===== config.mk =====
export PLATFORM = sky130hd
export DESIGN_NAME = noncomp_slice
export DESIGN_NICKNAME = d
export VERILOG_FILES = /design/src/hw/fpslice_pkg.sv /design/src/hw/lane_out_if.sv /design/src/hw/noncomp_slice.sv /design/src/hw/result_packer.sv /design/src/hw/noncomp_lane.sv
export SDC_FILE = /design/constraint.sdc
export NUM_CORES = 1
export LEC_CHECK = 0
export ABC_CLOCK_PERIOD_IN_PS = 5060
export BUFFER_PORTS_ARGS = -buffer_cell sky130_fd_sc_hd__clkbuf_2
export CAP_MARGIN = 0
export CORE_MARGIN = 10
export CORE_UTILIZATION = 53
export DETAILED_ROUTE_END_ITERATION = 6
export PLACE_DENSITY = 0.78
export SLEW_MARGIN = 20
export SYNTH_ARGS = -nofsm -noshare
export SYNTH_HDL_FRONTEND = slang
export SYNTH_SLANG_ARGS = --single-unit

===== constraint.sdc =====
create_clock -name clk_i -period 5.06 [get_ports clk_i]
set_input_delay 0.253 -clock clk_i [delete_from_list [all_inputs] [get_ports clk_i]]
set_output_delay 0.253 -clock clk_i [all_outputs]
set_load 0.01 [all_outputs]

===== src/hw/fpslice_pkg.sv =====
`default_nettype none

package fpslice_pkg;

  // --------------------------------------------------
  // Formats and operations
  // --------------------------------------------------
  typedef enum logic [0:0] {
    FP32 = 1'b0,
    FP16 = 1'b1
  } fp_format_e;

  localparam int unsigned NUM_FORMATS  = 2;
  localparam int unsigned MAX_FP_WIDTH = 32;

  // One enable bit per format, indexed by fp_format_e
  typedef logic [NUM_FORMATS-1:0] fmt_logic_t;

  typedef enum logic [2:0] {
    FSGNJ  = 3'd0,
    FSGNJN = 3'd1,
    FSGNJX = 3'd2,
    FMIN   = 3'd3,
    FMAX   = 3'd4
  } op_e;

  // IEEE exception flags
  typedef struct packed {
    logic nv;
    logic dz;
    logic of;
    logic uf;
    logic nx;
  } status_t;

  // Travels with each item so the result can be packed at the output
  typedef struct packed {
    fp_format_e fmt;
    logic       vectorial;
  } aux_t;

  typedef logic [7:0] tag_t;

  // --------------------------------------------------
  // Width helpers
  // --------------------------------------------------
  function automatic int unsigned fp_width(fp_format_e fmt);
    return (fmt == FP16) ? 16 : 32;
  endfunction

  function automatic int unsigned num_lanes(int unsigned width);
    return width / fp_width(FP16);
  endfunction

  // A format lives in a lane when the lane's slot still fits in the word
  function automatic fmt_logic_t lane_formats(int unsigned width, int unsigned lane);
    fmt_logic_t res;
    res = '0;
    for (int unsigned f = 0; f < NUM_FORMATS; f++) begin
      res[f] = ((lane + 1) * fp_width(fp_format_e'(f))) <= width;
    end
    return res;
  endfunction

  // Quiet NaN, right-aligned in the lane datapath
  function automatic logic [MAX_FP_WIDTH-1:0] canonical_nan(fp_format_e fmt);
    return (fmt == FP16) ? 32'h0000_7E00 : 32'h7FC0_0000;
  endfunction

endpackage

`default_nettype wire

===== src/hw/lane_out_if.sv =====
`timescale 1ns/1ps
`default_nettype none

interface lane_out_if;

  import fpslice_pkg::*;

  // Handshake
  logic                    valid;
  logic                    ready;

  // Payload, held while valid is high and ready is low
  logic [MAX_FP_WIDTH-1:0] result;
  status_t                 status;
  tag_t                    tag;
  logic                    mask;   // SIMD mask bit of this lane
  aux_t                    aux;

  modport lane (
    output valid,
    input  ready,
    output result,
    output status,
    output tag,
    output mask,
    output aux
  );

  modport packer (
    input  valid,
    output ready,
    input  result,
    input  status,
    input  tag,
    input  mask,
    input  aux
  );

endinterface

`default_nettype wire


===== src/hw/noncomp_slice.sv =====
`timescale 1ns/1ps
`default_nettype none

module noncomp_slice #(
  parameter  int unsigned Width         = 64,
  parameter  int unsigned NumPipeRegs   = 2,
  parameter  logic        EnableVectors = 1'b1,
  localparam int unsigned NUM_LANES     = fpslice_pkg::num_lanes(Width)
) (
  input  logic                    clk_i,
  input  logic                    rst_n_i,
  // Operation
  input  logic [1:0][Width-1:0]   operands_i,
  input  fpslice_pkg::op_e        op_i,
  input  fpslice_pkg::fp_format_e fmt_i,
  input  logic                    vectorial_op_i,
  input  fpslice_pkg::tag_t       tag_i,
  input  logic [NUM_LANES-1:0]    simd_mask_i,
  // Input handshake
  input  logic                    in_valid_i,
  output logic                    in_ready_o,
  input  logic                    flush_i,
  // Result
  output logic [Width-1:0]        result_o,
  output fpslice_pkg::status_t    status_o,
  output fpslice_pkg::tag_t       tag_o,
  // Output handshake
  output logic                    out_valid_o,
  input  logic                    out_ready_i,
  output logic                    busy_o
);

  import fpslice_pkg::*;

  logic                 vectorial_op;
  aux_t                 aux_data;
  logic [NUM_LANES-1:0] lane_in_valid;
  logic [NUM_LANES-1:0] lane_in_ready;
  logic [NUM_LANES-1:0] lane_busy;

  lane_out_if lane_if [NUM_LANES] ();

  // --------------------------------------------------
  // Input side
  // --------------------------------------------------
  assign vectorial_op = vectorial_op_i & EnableVectors;
  assign aux_data     = '{fmt: fmt_i, vectorial: vectorial_op};

  // All lanes in use share one ready, lane 0 speaks for them
  assign in_ready_o = lane_in_ready[0];

  // --------------------------------------------------
  // Lanes
  // --------------------------------------------------
  for (genvar l = 0; l < NUM_LANES; l++) begin : gen_lanes
    localparam fmt_logic_t LANE_FMTS = lane_formats(Width, l);

    logic [1:0][MAX_FP_WIDTH-1:0] local_operands;

    // Each lane sees its own slot at the bottom, upper bits are ignored
    always_comb begin : slice_operands
      logic [Width-1:0] shifted;
      for (int i = 0; i < 2; i++) begin
        shifted           = operands_i[i] >> (l * fp_width(fmt_i));
        local_operands[i] = shifted[MAX_FP_WIDTH-1:0];
      end
    end

    // Upper lanes start only together with lane 0
    assign lane_in_valid[l] = in_valid_i &
        ((l == 0) | (in_ready_o & vectorial_op & LANE_FMTS[fmt_i]));

    noncomp_lane #(
      .LaneFormats ( LANE_FMTS   ),
      .NumPipeRegs ( NumPipeRegs )
    ) i_noncomp_lane (
      .clk_i,
      .rst_n_i,
      .operands_i ( local_operands   ),
      .op_i,
      .fmt_i,
      .tag_i,
      .mask_i     ( simd_mask_i[l]   ),
      .aux_i      ( aux_data         ),
      .in_valid_i ( lane_in_valid[l] ),
      .in_ready_o ( lane_in_ready[l] ),
      .flush_i,
      .busy_o     ( lane_busy[l]     ),
      .out_if     ( lane_if[l]       )
    );

    if (l > 0) begin : gen_sync_check
      // An upper lane never misses an item that lane 0 accepts
      assert property (@(posedge clk_i) disable iff (!rst_n_i)
          lane_in_valid[l] |-> lane_in_ready[l])
        else $error("upper lane not ready while lane 0 accepts a vector");
    end
  end

  // --------------------------------------------------
  // Output side
  // --------------------------------------------------
  result_packer #(
    .Width ( Width )
  ) i_result_packer (
    .out_ready_i,
    .result_o,
    .status_o,
    .tag_o,
    .out_valid_o,
    .lanes       ( lane_if )
  );

  assign busy_o = |lane_busy;

endmodule

`default_nettype wire


===== src/hw/result_packer.sv =====
`timescale 1ns/1ps
`default_nettype none

module result_packer #(
  parameter  int unsigned Width     = 64,
  localparam int unsigned NUM_LANES = fpslice_pkg::num_lanes(Width)
) (
  input  logic                 out_ready_i,
  output logic [Width-1:0]     result_o,
  output fpslice_pkg::status_t status_o,
  output fpslice_pkg::tag_t    tag_o,
  output logic                 out_valid_o,
  lane_out_if.packer           lanes [NUM_LANES]
);

  import fpslice_pkg::*;

  aux_t                              res_aux;
  logic    [NUM_LANES-1:0]           lane_used;
  status_t [NUM_LANES-1:0]           lane_status;
  logic    [NUM_FORMATS-1:0][Width-1:0] fmt_slice;

  // Format and vector flag of the item at the head of lane 0
  assign res_aux = lanes[0].aux;

  // --------------------------------------------------
  // Per-lane handshake and packing
  // --------------------------------------------------
  for (genvar l = 0; l < NUM_LANES; l++) begin : gen_lanes
    localparam fmt_logic_t LANE_FMTS = lane_formats(Width, l);

    // Upper lanes only take part in vectors of a format they hold
    if (l == 0) begin : gen_first
      assign lane_used[l] = 1'b1;
    end else begin : gen_upper
      assign lane_used[l] = res_aux.vectorial & LANE_FMTS[res_aux.fmt];
    end

    assign lanes[l].ready = out_ready_i & lane_used[l];

    assign lane_status[l] = (lanes[l].valid & lane_used[l] & lanes[l].mask)
                            ? lanes[l].status : '0;

    for (genvar f = 0; f < NUM_FORMATS; f++) begin : gen_fmt
      localparam int unsigned FP_WIDTH = fp_width(fp_format_e'(f));

      if (LANE_FMTS[f]) begin : gen_slot
        // Slots of idle lanes are NaN-boxed
        assign fmt_slice[f][l*FP_WIDTH +: FP_WIDTH] =
            lane_used[l] ? lanes[l].result[FP_WIDTH-1:0] : '1;
      end
    end
  end

  // Bits above the last slot of a format
  for (genvar f = 0; f < NUM_FORMATS; f++) begin : gen_box
    localparam int unsigned FP_WIDTH  = fp_width(fp_format_e'(f));
    localparam int unsigned USED_BITS = (Width / FP_WIDTH) * FP_WIDTH;

    if (USED_BITS < Width) begin : gen_upper_ones
      assign fmt_slice[f][Width-1:USED_BITS] = '1;
    end
  end

  // --------------------------------------------------
  // Output side
  // --------------------------------------------------
  assign result_o    = fmt_slice[res_aux.fmt];
  assign out_valid_o = lanes[0].valid;
  assign tag_o       = lanes[0].tag;

  // Flags of all lanes in use, filtered by the SIMD mask
  always_comb begin : collapse_status
    status_o = '0;
    for (int l = 0; l < int'(NUM_LANES); l++) begin
      status_o = status_o | lane_status[l];
    end
  end

endmodule

`default_nettype wire


===== src/hw/noncomp_lane.sv =====
`timescale 1ns/1ps
`default_nettype none

module noncomp_lane #(
  parameter fpslice_pkg::fmt_logic_t LaneFormats = '1,
  parameter int unsigned             NumPipeRegs = 2
) (
  input  logic                                      clk_i,
  input  logic                                      rst_n_i,
  input  logic [1:0][fpslice_pkg::MAX_FP_WIDTH-1:0] operands_i,
  input  fpslice_pkg::op_e                          op_i,
  input  fpslice_pkg::fp_format_e                   fmt_i,
  input  fpslice_pkg::tag_t                         tag_i,
  input  logic                                      mask_i,
  input  fpslice_pkg::aux_t                         aux_i,
  input  logic                                      in_valid_i,
  output logic                                      in_ready_o,
  input  logic                                      flush_i,
  output logic                                      busy_o,
  lane_out_if.lane                                  out_if
);

  import fpslice_pkg::*;

  fp_format_e              fmt;
  logic [MAX_FP_WIDTH-1:0] op_a;
  logic [MAX_FP_WIDTH-1:0] op_b;
  logic [MAX_FP_WIDTH-1:0] sign_mask;
  logic [MAX_FP_WIDTH-1:0] box_mask;
  logic [MAX_FP_WIDTH-1:0] inf_mag;
  logic [MAX_FP_WIDTH-1:0] qbit_mask;
  logic [MAX_FP_WIDTH-1:0] mag_a;
  logic [MAX_FP_WIDTH-1:0] mag_b;
  logic                    sign_a;
  logic                    sign_b;
  logic                    nan_a;
  logic                    nan_b;
  logic                    snan_a;
  logic                    snan_b;
  logic                    a_less;
  logic [MAX_FP_WIDTH-1:0] op_result;
  status_t                 op_status;

  // Pipeline signals where index i holds the item after i register stages
  logic    [0:NumPipeRegs]                   pipe_valid_q;
  logic    [0:NumPipeRegs][MAX_FP_WIDTH-1:0] pipe_result_q;
  status_t [0:NumPipeRegs]                   pipe_status_q;
  tag_t    [0:NumPipeRegs]                   pipe_tag_q;
  logic    [0:NumPipeRegs]                   pipe_mask_q;
  aux_t    [0:NumPipeRegs]                   pipe_aux_q;
  logic    [0:NumPipeRegs]                   pipe_ready;

  // --------------------------------------------------
  // Operand decode
  // --------------------------------------------------
  // FP32 logic drops out in lanes that only hold FP16
  assign fmt  = (LaneFormats[FP32] && (fmt_i == FP32)) ? FP32 : FP16;
  assign op_a = operands_i[0];
  assign op_b = operands_i[1];

  always_comb begin : fmt_constants
    if (fmt == FP32) begin
      sign_mask = 32'h8000_0000;
      box_mask  = 32'h0000_0000;
      inf_mag   = 32'h7F80_0000;
      qbit_mask = 32'h0040_0000;
    end else begin
      sign_mask = 32'h0000_8000;
      box_mask  = 32'hFFFF_0000;
      inf_mag   = 32'h0000_7C00;
      qbit_mask = 32'h0000_0200;
    end
  end

  assign sign_a = |(op_a & sign_mask);
  assign sign_b = |(op_b & sign_mask);
  assign mag_a  = op_a & ~(sign_mask | box_mask);
  assign mag_b  = op_b & ~(sign_mask | box_mask);

  // Anything above infinity is a NaN
  // A NaN with a clear quiet bit is signaling
  assign nan_a  = mag_a > inf_mag;
  assign nan_b  = mag_b > inf_mag;
  assign snan_a = nan_a & ~|(op_a & qbit_mask);
  assign snan_b = nan_b & ~|(op_b & qbit_mask);

  // Sign-magnitude ordering where -0 sorts below +0
  always_comb begin : order
    if (sign_a != sign_b) begin
      a_less = sign_a;
    end else if (sign_a) begin
      a_less = mag_a > mag_b;
    end else begin
      a_less = mag_a < mag_b;
    end
  end

  // --------------------------------------------------
  // Stage 0 operation
  // --------------------------------------------------
  always_comb begin : compute
    op_result = '1;
    op_status = '0;
    case (op_i)
      FSGNJ:  op_result = box_mask | (sign_b ? sign_mask : '0) | mag_a;
      FSGNJN: op_result = box_mask | (sign_b ? '0 : sign_mask) | mag_a;
      FSGNJX: op_result = box_mask | ((sign_a ^ sign_b) ? sign_mask : '0) | mag_a;
      FMIN, FMAX: begin
        if (nan_a && nan_b) begin
          op_result = box_mask | canonical_nan(fmt);
        end else if (nan_a) begin
          op_result = box_mask | op_b;
        end else if (nan_b) begin
          op_result = box_mask | op_a;
        end else if (a_less == (op_i == FMIN)) begin
          op_result = box_mask | op_a;
        end else begin
          op_result = box_mask | op_b;
        end
        op_status.nv = snan_a | snan_b;
      end
      default: op_result = '1;
    endcase
  end

  // --------------------------------------------------
  // Register pipeline
  // --------------------------------------------------
  assign pipe_valid_q[0]  = in_valid_i;
  assign pipe_result_q[0] = op_result;
  assign pipe_status_q[0] = op_status;
  assign pipe_tag_q[0]    = tag_i;
  assign pipe_mask_q[0]   = mask_i;
  assign pipe_aux_q[0]    = aux_i;

  for (genvar i = 0; i < NumPipeRegs; i++) begin : gen_pipe
    logic reg_ena;

    // Advance if the next stage moves on or only holds a bubble
    assign pipe_ready[i] = pipe_ready[i+1] | ~pipe_valid_q[i+1];
    assign reg_ena       = pipe_ready[i] & pipe_valid_q[i];

    always_ff @(posedge clk_i) begin : valid_reg
      if (!rst_n_i || flush_i) begin
        pipe_valid_q[i+1] <= 1'b0;
      end else if (pipe_ready[i]) begin
        pipe_valid_q[i+1] <= pipe_valid_q[i];
      end
    end

    always_ff @(posedge clk_i) begin : data_regs
      if (reg_ena) begin
        pipe_result_q[i+1] <= pipe_result_q[i];
        pipe_status_q[i+1] <= pipe_status_q[i];
        pipe_tag_q[i+1]    <= pipe_tag_q[i];
        pipe_mask_q[i+1]   <= pipe_mask_q[i];
        pipe_aux_q[i+1]    <= pipe_aux_q[i];
      end
    end
  end

  assign pipe_ready[NumPipeRegs] = out_if.ready;
  assign in_ready_o              = pipe_ready[0];
  assign busy_o                  = |pipe_valid_q;

  assign out_if.valid  = pipe_valid_q[NumPipeRegs];
  assign out_if.result = pipe_result_q[NumPipeRegs];
  assign out_if.status = pipe_status_q[NumPipeRegs];
  assign out_if.tag    = pipe_tag_q[NumPipeRegs];
  assign out_if.mask   = pipe_mask_q[NumPipeRegs];
  assign out_if.aux    = pipe_aux_q[NumPipeRegs];

  // --------------------------------------------------
  // Checks
  // --------------------------------------------------
  if (NumPipeRegs > 0) begin : gen_hold_check
    // A stalled output item waits for the packer unchanged
    assert property (@(posedge clk_i) disable iff (!rst_n_i)
        (out_if.valid && !out_if.ready && !flush_i) |=>
        (out_if.valid && $stable(out_if.result) && $stable(out_if.status) &&
         $stable(out_if.tag) && $stable(out_if.mask) && $stable(out_if.aux)))
      else $error("lane output changed while stalled");
  end

  // Top level only issues formats this lane holds
  assert property (@(posedge clk_i) disable iff (!rst_n_i)
      in_valid_i |-> LaneFormats[fmt_i])
    else $error("lane issued a format it does not hold");

endmodule

`default_nettype wire


==> results.json, run 1 <==
{
  "status": "finished, final reports clean",
  "vias": 12800,
  "crit_family": "compound AO/OA/AOI/OAI gates",
  "grt.overflow.total": 0,
  "drt_wl_total_um": 47800,
  "rows": 61,
  "yosys.area.top_type_share_pct": 45.7,
  "ant_nets": 0,
  "finalSetupTns_ps": 0,
  "critPathMaxStageDelay_ps": 540,
  "cts_buffer_depth": 3,
  "cts_tree": "yes",
  "stdcell_count": 2054,
  "crit_chain": "buf_6, inv_2, nor2_1, ha_1, a21o_1, a21o_1, a21oi_1, o21ai_0, or2_1, o21a_1, a211oi_1, a311o_1, o221ai_1",
  "synthSimpleGateAreaFrac_pct": 17.7,
  "setup_slack_ps": 1030,
  "clock-sinks": 236,
  "async_reset_ff_share_pct": 0,
  "cts_root_buf": "clkbuf_16",
  "finalHoldViolations": 0,
  "utilization_pct": 62.1,
  "peakVddDrop_v": 0.000209,
  "grt_pass1_vias": 12700,
  "dieArea_mm2": 0.0354,
  "worst-path-max-fanout": 71,
  "max_clock_freq_mhz": 248,
  "crit_top_cell": "a21o_1",
  "grt_pass1_wl_um": 73100,
  "die_x_um": 188,
  "place_hpwl_um": 36600,
  "layout-drive-gt1-share_pct": 20.0,
  "synth_top_family_by_area": "simple AND/OR/NAND/NOR gates",
  "dp_slack_ps": 671,
  "synthMuxAreaShare_pct": 4.72,
  "path_class": "input port to flip-flop",
  "min_to": "gen_lanes[0].i_noncomp_lane.pipe_result_q[40]",
  "cp_slowest_cell": "a311o_1",
  "ys_warn_count": 0,
  "grt_usage_pct": 25.9,
  "drt-vias-per-instance": 6.25,
  "r2r_cells": 7,
  "worst_ep_arrival_time_ps": 4220,
  "worst_pin_slew_ps": 892,
  "core_region_area_mm2": 0.0279,
  "dr.pass1.iters": 6,
  "min_period_ps": 4030,
  "cts.htree.levels": 1,
  "synth_compound_gate_area_share_pct": 16.5,
  "synthFlopType": "edfxtp_1",
  "power.total_mw": 5.01,
  "synth-xor-area-share_pct": 0.0585,
  "hold_buffers": 14,
  "whs_ps": 91.5,
  "r2r_slack_ps": 2470,
  "grt_antenna_before_repair": 6,
  "yosys.area.top_type": "edfxtp_1",
  "skew_ps": 5.80,
  "dp.cells": 1990,
  "crit_required_ps": 5240,
  "finalInstanceArea_mm2": 0.0173,
  "dieHeight_um": 188,
  "critical_path.endpoint_type": "flip-flop",
  "setup_viol": 0,
  "ys_types": 78,
  "yosysSeqAreaShare_pct": 46.8,
  "r2r-start": "gen_lanes[0].i_noncomp_lane.out_if.valid",
  "leakagePower_nw": 7.02,
  "crit_buf_inv": 2,
  "synthCells": 1463,
  "hold_class": "input port to flip-flop",
  "synth_edf_count": 228,
  "io_pins": 230,
  "insertion_delay_ps": 520,
  "min_period_over_period_pct": 79.7,
  "synth_area_mm2": 0.0150,
  "layout_commonest_cell": "edfxtp_1",
  "p_per_area_mw_per_mm2": 290,
  "hold_depth": 2,
  "postSynthAreaPerCell_um2": 10.2,
  "cap_violations": 0,
  "slew_viol_final": 0,
  "layout_common_cells": "edfxtp_1 (228), clkbuf_2 (224), nand2_1 (201)",
  "drcViolationCount": 0,
  "post_cts_buffers": 0,
  "finalNetCount": 1912,
  "clk_pin_slew_ps": 60,
  "rr_endpoint": "gen_lanes[1].i_noncomp_lane.pipe_result_q[34]",
  "ctsResizeCount": 0,
  "synth.area.top_cells": "edfxtp_1 (46%), ha_1 (9.0%), nand2_1 (5.0%), mux2i_1 (3.7%), a21oi_1 (2.2%)",
  "place.port_buffers": 225,
  "timing.slew.headroom_pct": 38.8,
  "hold_start": "operands_i[8]",
  "synthToLayoutAreaGrowth_pct": 15.5,
  "gp_congestion": 1.04,
  "drt_iter0_drc": 1404,
  "start_kind": "input port",
  "start_util_pct": 53.7,
  "rsz0062_at_grt": "false",
  "routedWlPerCell_um": 23.3,
  "grt_max_degree": 72,
  "place_area_mm2": 0.0163,
  "ys_ff_latch": 236,
  "synthAdderAreaFrac_pct": 9.03,
  "cts_buffers": 25
}
-- layer usage --
metal	vias up	wire [µm]	global-route usage [%]
li1	5915	-	-
met1	6021	19000	34.5
met2	756	21100	39.5
met3	137	5570	6.64
met4	4	2020	10.7
met5	-	24	0
-- worst register-to-register path: cells and delay by family (launching register included) --
kind	cells	cell delay, ps
AOI/OAI and AO/OA	1	480
buffers and inverters	2	790
DFF	1	350
and+or+nand+nor	4	680
-- cells in the mapped netlist, types with 9 or more instances --
cell type and instances:
nor2b_1 45, nor2_1 83, nor3_1 36, o21ai_0 58
o21a_1 11, clkbuf_1 59, o21ai_1 22, mux2i_1 56
o211ai_1 20, or4_1 11, and2_1 15, nand3_1 30
nor4_1 35, buf_2 10, o22a_1 17, a31oi_1 11
mux2_2 13, o221ai_1 16, buf_4 28, a21oi_1 67
nand2_1 201, edfxtp_1 228, nand4_1 29, a221o_1 18
a21o_1 27, ha_1 108, nand2b_1 9, inv_1 54
-- layout make-up --
cell class / count / area (µm²)
Antenna cell: 4 / 10.0
Sequential cell: 236 / 7010
Clock inverter: 15 / 133
Clock buffer: 30 / 644
Fill cell: 2277 / 10600
Tap cell: 378 / 473
Inverter: 57 / 214
Multi-Input combinational cell: 1065 / 7260
Timing Repair Buffer: 269 / 1560
-- where the power goes --
part	leakage (nW)	internal, mW	switching [mW]
Clock	0.384	1.01	0.742
Sequential	2.17	2.26	0.0357
Combinational	4.47	0.353	0.611
Total	7.02	3.63	1.39
-- kinds of logic after synthesis --
logic type,after synthesis
and+or+nand+nor,532
AOI/OAI and AO/OA,351
DFF,236
buffers and inverters,165
adders and majority gates,108
muxes,69
other,1
xor gates and xnor gates,1
-- worst max-delay path by stage --
| stage | cells past startpoint | slack [ps] | startpoint | endpoint |
|---|---|---|---|---|
| after global placement | 13 | 750 | fmt_i | gen_lanes[1].i_noncomp_lane.pipe_result_q[34] |
| final | 13 | 1030 | fmt_i | gen_lanes[3].i_noncomp_lane.pipe_result_q[37] |
| after floorplan | 19 | 140 | fmt_i | gen_lanes[1].i_noncomp_lane.pipe_result_q[32] |
| after CTS | 14 | 1210 | fmt_i | gen_lanes[1].i_noncomp_lane.pipe_result_q[35] |
| after global routing | 13 | 770 | fmt_i | gen_lanes[3].i_noncomp_lane.pipe_result_q[41] |
| after detailed placement | 14 | 670 | fmt_i | gen_lanes[1].i_noncomp_lane.pipe_result_q[35] |
(Power assumes the default switching activity.)
==> run 2, diff against run 1 <==
ABC_CLOCK_PERIOD_IN_PS = 3700   (was 5060)
clock period = 3.7 ns   (was 5.06 ns; I/O delays follow)
==> run 2 against run 1 <==
- via count rose by 3.1%
- setup slack got worse by 910 ps
- sequential share of layout area fell by 1.8 points
- global-route usage rose by 0.11 points
- register-to-register slack got worse by 1300 ps
- cell area rose by 4.7%
- critical path depth rose by 2
- clock power rose by 34%
- clock-buffer cell count fell by 3
- critical endpoint is now gen_lanes[0].i_noncomp_lane.pipe_result_q[51]
- largest cell class unchanged
- highest routed layer unchanged
==> results.json, run 2 (synthesis results as in run 1) <==
{
  "status": "finished, final reports clean",
  "drt_wl_total_um": 48300,
  "start_util_pct": 53.7,
  "min_period_ps": 3580,
  "gp_congestion": 0.997,
  "dr.pass1.iters": 6,
  "cp_slowest_cell": "dlygate4sd3_1",
  "layout-drive-gt1-share_pct": 24.6,
  "cap_violations": 0,
  "cts_buffer_depth": 3,
  "grt_antenna_before_repair": 2,
  "cts_buffers": 24,
  "insertion_delay_ps": 530,
  "dieHeight_um": 188,
  "grt_use_met2_pct": 41.7,
  "crit_chain": "dlygate4sd3_1, clkbuf_2, inv_1, ha_1, nand2_1, o21ai_0, a221o_1, o31a_1, o21a_1, nor4_1, nor4_4, buf_4, buf_4, or4_1, o211a_1",
  "grt_busiest_layer": "met2",
  "peakVddDrop_v": 0.000300,
  "die_x_um": 188,
  "layout_commonest_cell": "edfxtp_1",
  "synthToLayoutAreaGrowth_pct": 20.9,
  "crit_family": "simple AND/OR/NAND/NOR gates",
  "clock-sinks": 236,
  "rsz0062_at_grt": "false",
  "leakagePower_nw": 7.48,
  "ant_nets": 0,
  "seqCellArea_mm2": 0.00701,
  "core_region_area_mm2": 0.0279,
  "grt_pass1_vias": 12900,
  "crit_required_ps": 3980,
  "drcViolationCount": 0,
  "cts.htree.levels": 1,
  "slew_viol_final": 0,
  "cts_root_buf": "clkbuf_16",
  "worst-path-max-fanout": 16,
  "worst_pin_slew_ps": 1020,
  "worst_ep_arrival_time_ps": 3860,
  "finalHoldViolations": 0,
  "hold_class": "input port to flip-flop",
  "drt_iter0_drc": 1438,
  "finalInstanceArea_mm2": 0.0181,
  "utilization_pct": 65.0,
  "skew_ps": 35.3,
  "place.port_buffers": 225,
  "min_period_over_period_pct": 96.7,
  "whs_ps": 11.2,
  "dieArea_mm2": 0.0354,
  "vias": 13200,
  "crit_buf_inv": 5,
  "timing.slew.headroom_pct": 32.1,
  "setup_viol": 0,
  "multi_input_area_mm2": 0.00737,
  "cts_tree": "yes",
  "grt_pass1_wl_um": 73000,
  "critical_path.endpoint_type": "flip-flop",
  "drt-vias-per-instance": 6.19,
  "crit_top_cell": "buf_4",
  "finalNetCount": 1997,
  "layout_common_cells": "edfxtp_1 (228), clkbuf_2 (224), nand2_1 (201)",
  "clk_pin_slew_ps": 60,
  "routedWlPerCell_um": 22.6,
  "start_kind": "input port",
  "grt.overflow.total": 0,
  "path_class": "input port to flip-flop",
  "grt_usage_pct": 26.1,
  "place_hpwl_um": 37900,
  "use_met3_pct": 5.05,
  "critPathMaxStageDelay_ps": 520,
  "max_clock_freq_mhz": 279,
  "grtUsageMet1_pct": 35.3,
  "p_per_area_mw_per_mm2": 384,
  "grt_max_degree": 47,
  "rows": 61,
  "place_area_mm2": 0.0171,
  "fill_cells": 2268,
  "io_pins": 230
}
[run 2: timing repair]
item | CTS | global route
hold buffers | 21 | 0
setup endpoints to repair | 0 | 2
resized for setup | 0 | 0
hold endpoints to repair | 18 | 0
buffers inserted | 0 | 3
[run 2: worst paths after layout]
path / startpoint / to / slack [ps] / depth (start not counted)
min: operands_i[66] / gen_lanes[0].i_noncomp_lane.pipe_result_q[34] / 10 / 2
max reg2reg: gen_lanes[0].i_noncomp_lane.out_if.valid / gen_lanes[1].i_noncomp_lane.pipe_result_q[54] / 1170 / 7
max: operands_i[70] / gen_lanes[0].i_noncomp_lane.pipe_result_q[51] / 120 / 15
min reg2reg: gen_lanes[2].i_noncomp_lane.pipe_result_q[44] / gen_lanes[2].i_noncomp_lane.out_if.result[12] / 400 / 0
[run 2: routing by layer]
layer	wire, µm	vias to the layer above
met5	18	-
met4	1230	2
met3	5090	105
met2	22100	794
met1	19800	6247
li1	-	6084
[run 2: layout make-up]
cell class                 instances  share of cell area [%]
tap                              378                    2.61
clock inverter                    17                   0.912
antenna                            2                  0.0276
inverter                          57                    1.18
timing repair buffer             355                    12.5
clock buffer                      27                    3.38
multi-input combinational       1065                    40.7
sequential                       236                    38.7
[run 2: through the flow]
| step | std cells | worst slack (ps) | TNS [ps] | total power [mW] |
|---|---|---|---|---|
| 4_1_cts | 2132 | 198 | 0 | 6.94 |
| 3_3_place_gp | 2067 | 101 | 0 | 4.56 |
| 2_1_floorplan | 1466 | -198 | -3890 | 4.03 |
| 5_1_grt | 2135 | 41.8 | 0 | 7.21 |
| 3_5_place_dp | 2067 | 0.713 | 0 | 4.60 |
| 6_report | 2137 | 120 | 0 | 6.95 |
[run 2: report_power, final]
group	switching (mW)	internal, mW
clock network	0.999	1.35
logic	0.877	0.592
registers	0.0472	3.09
total	1.92	5.03
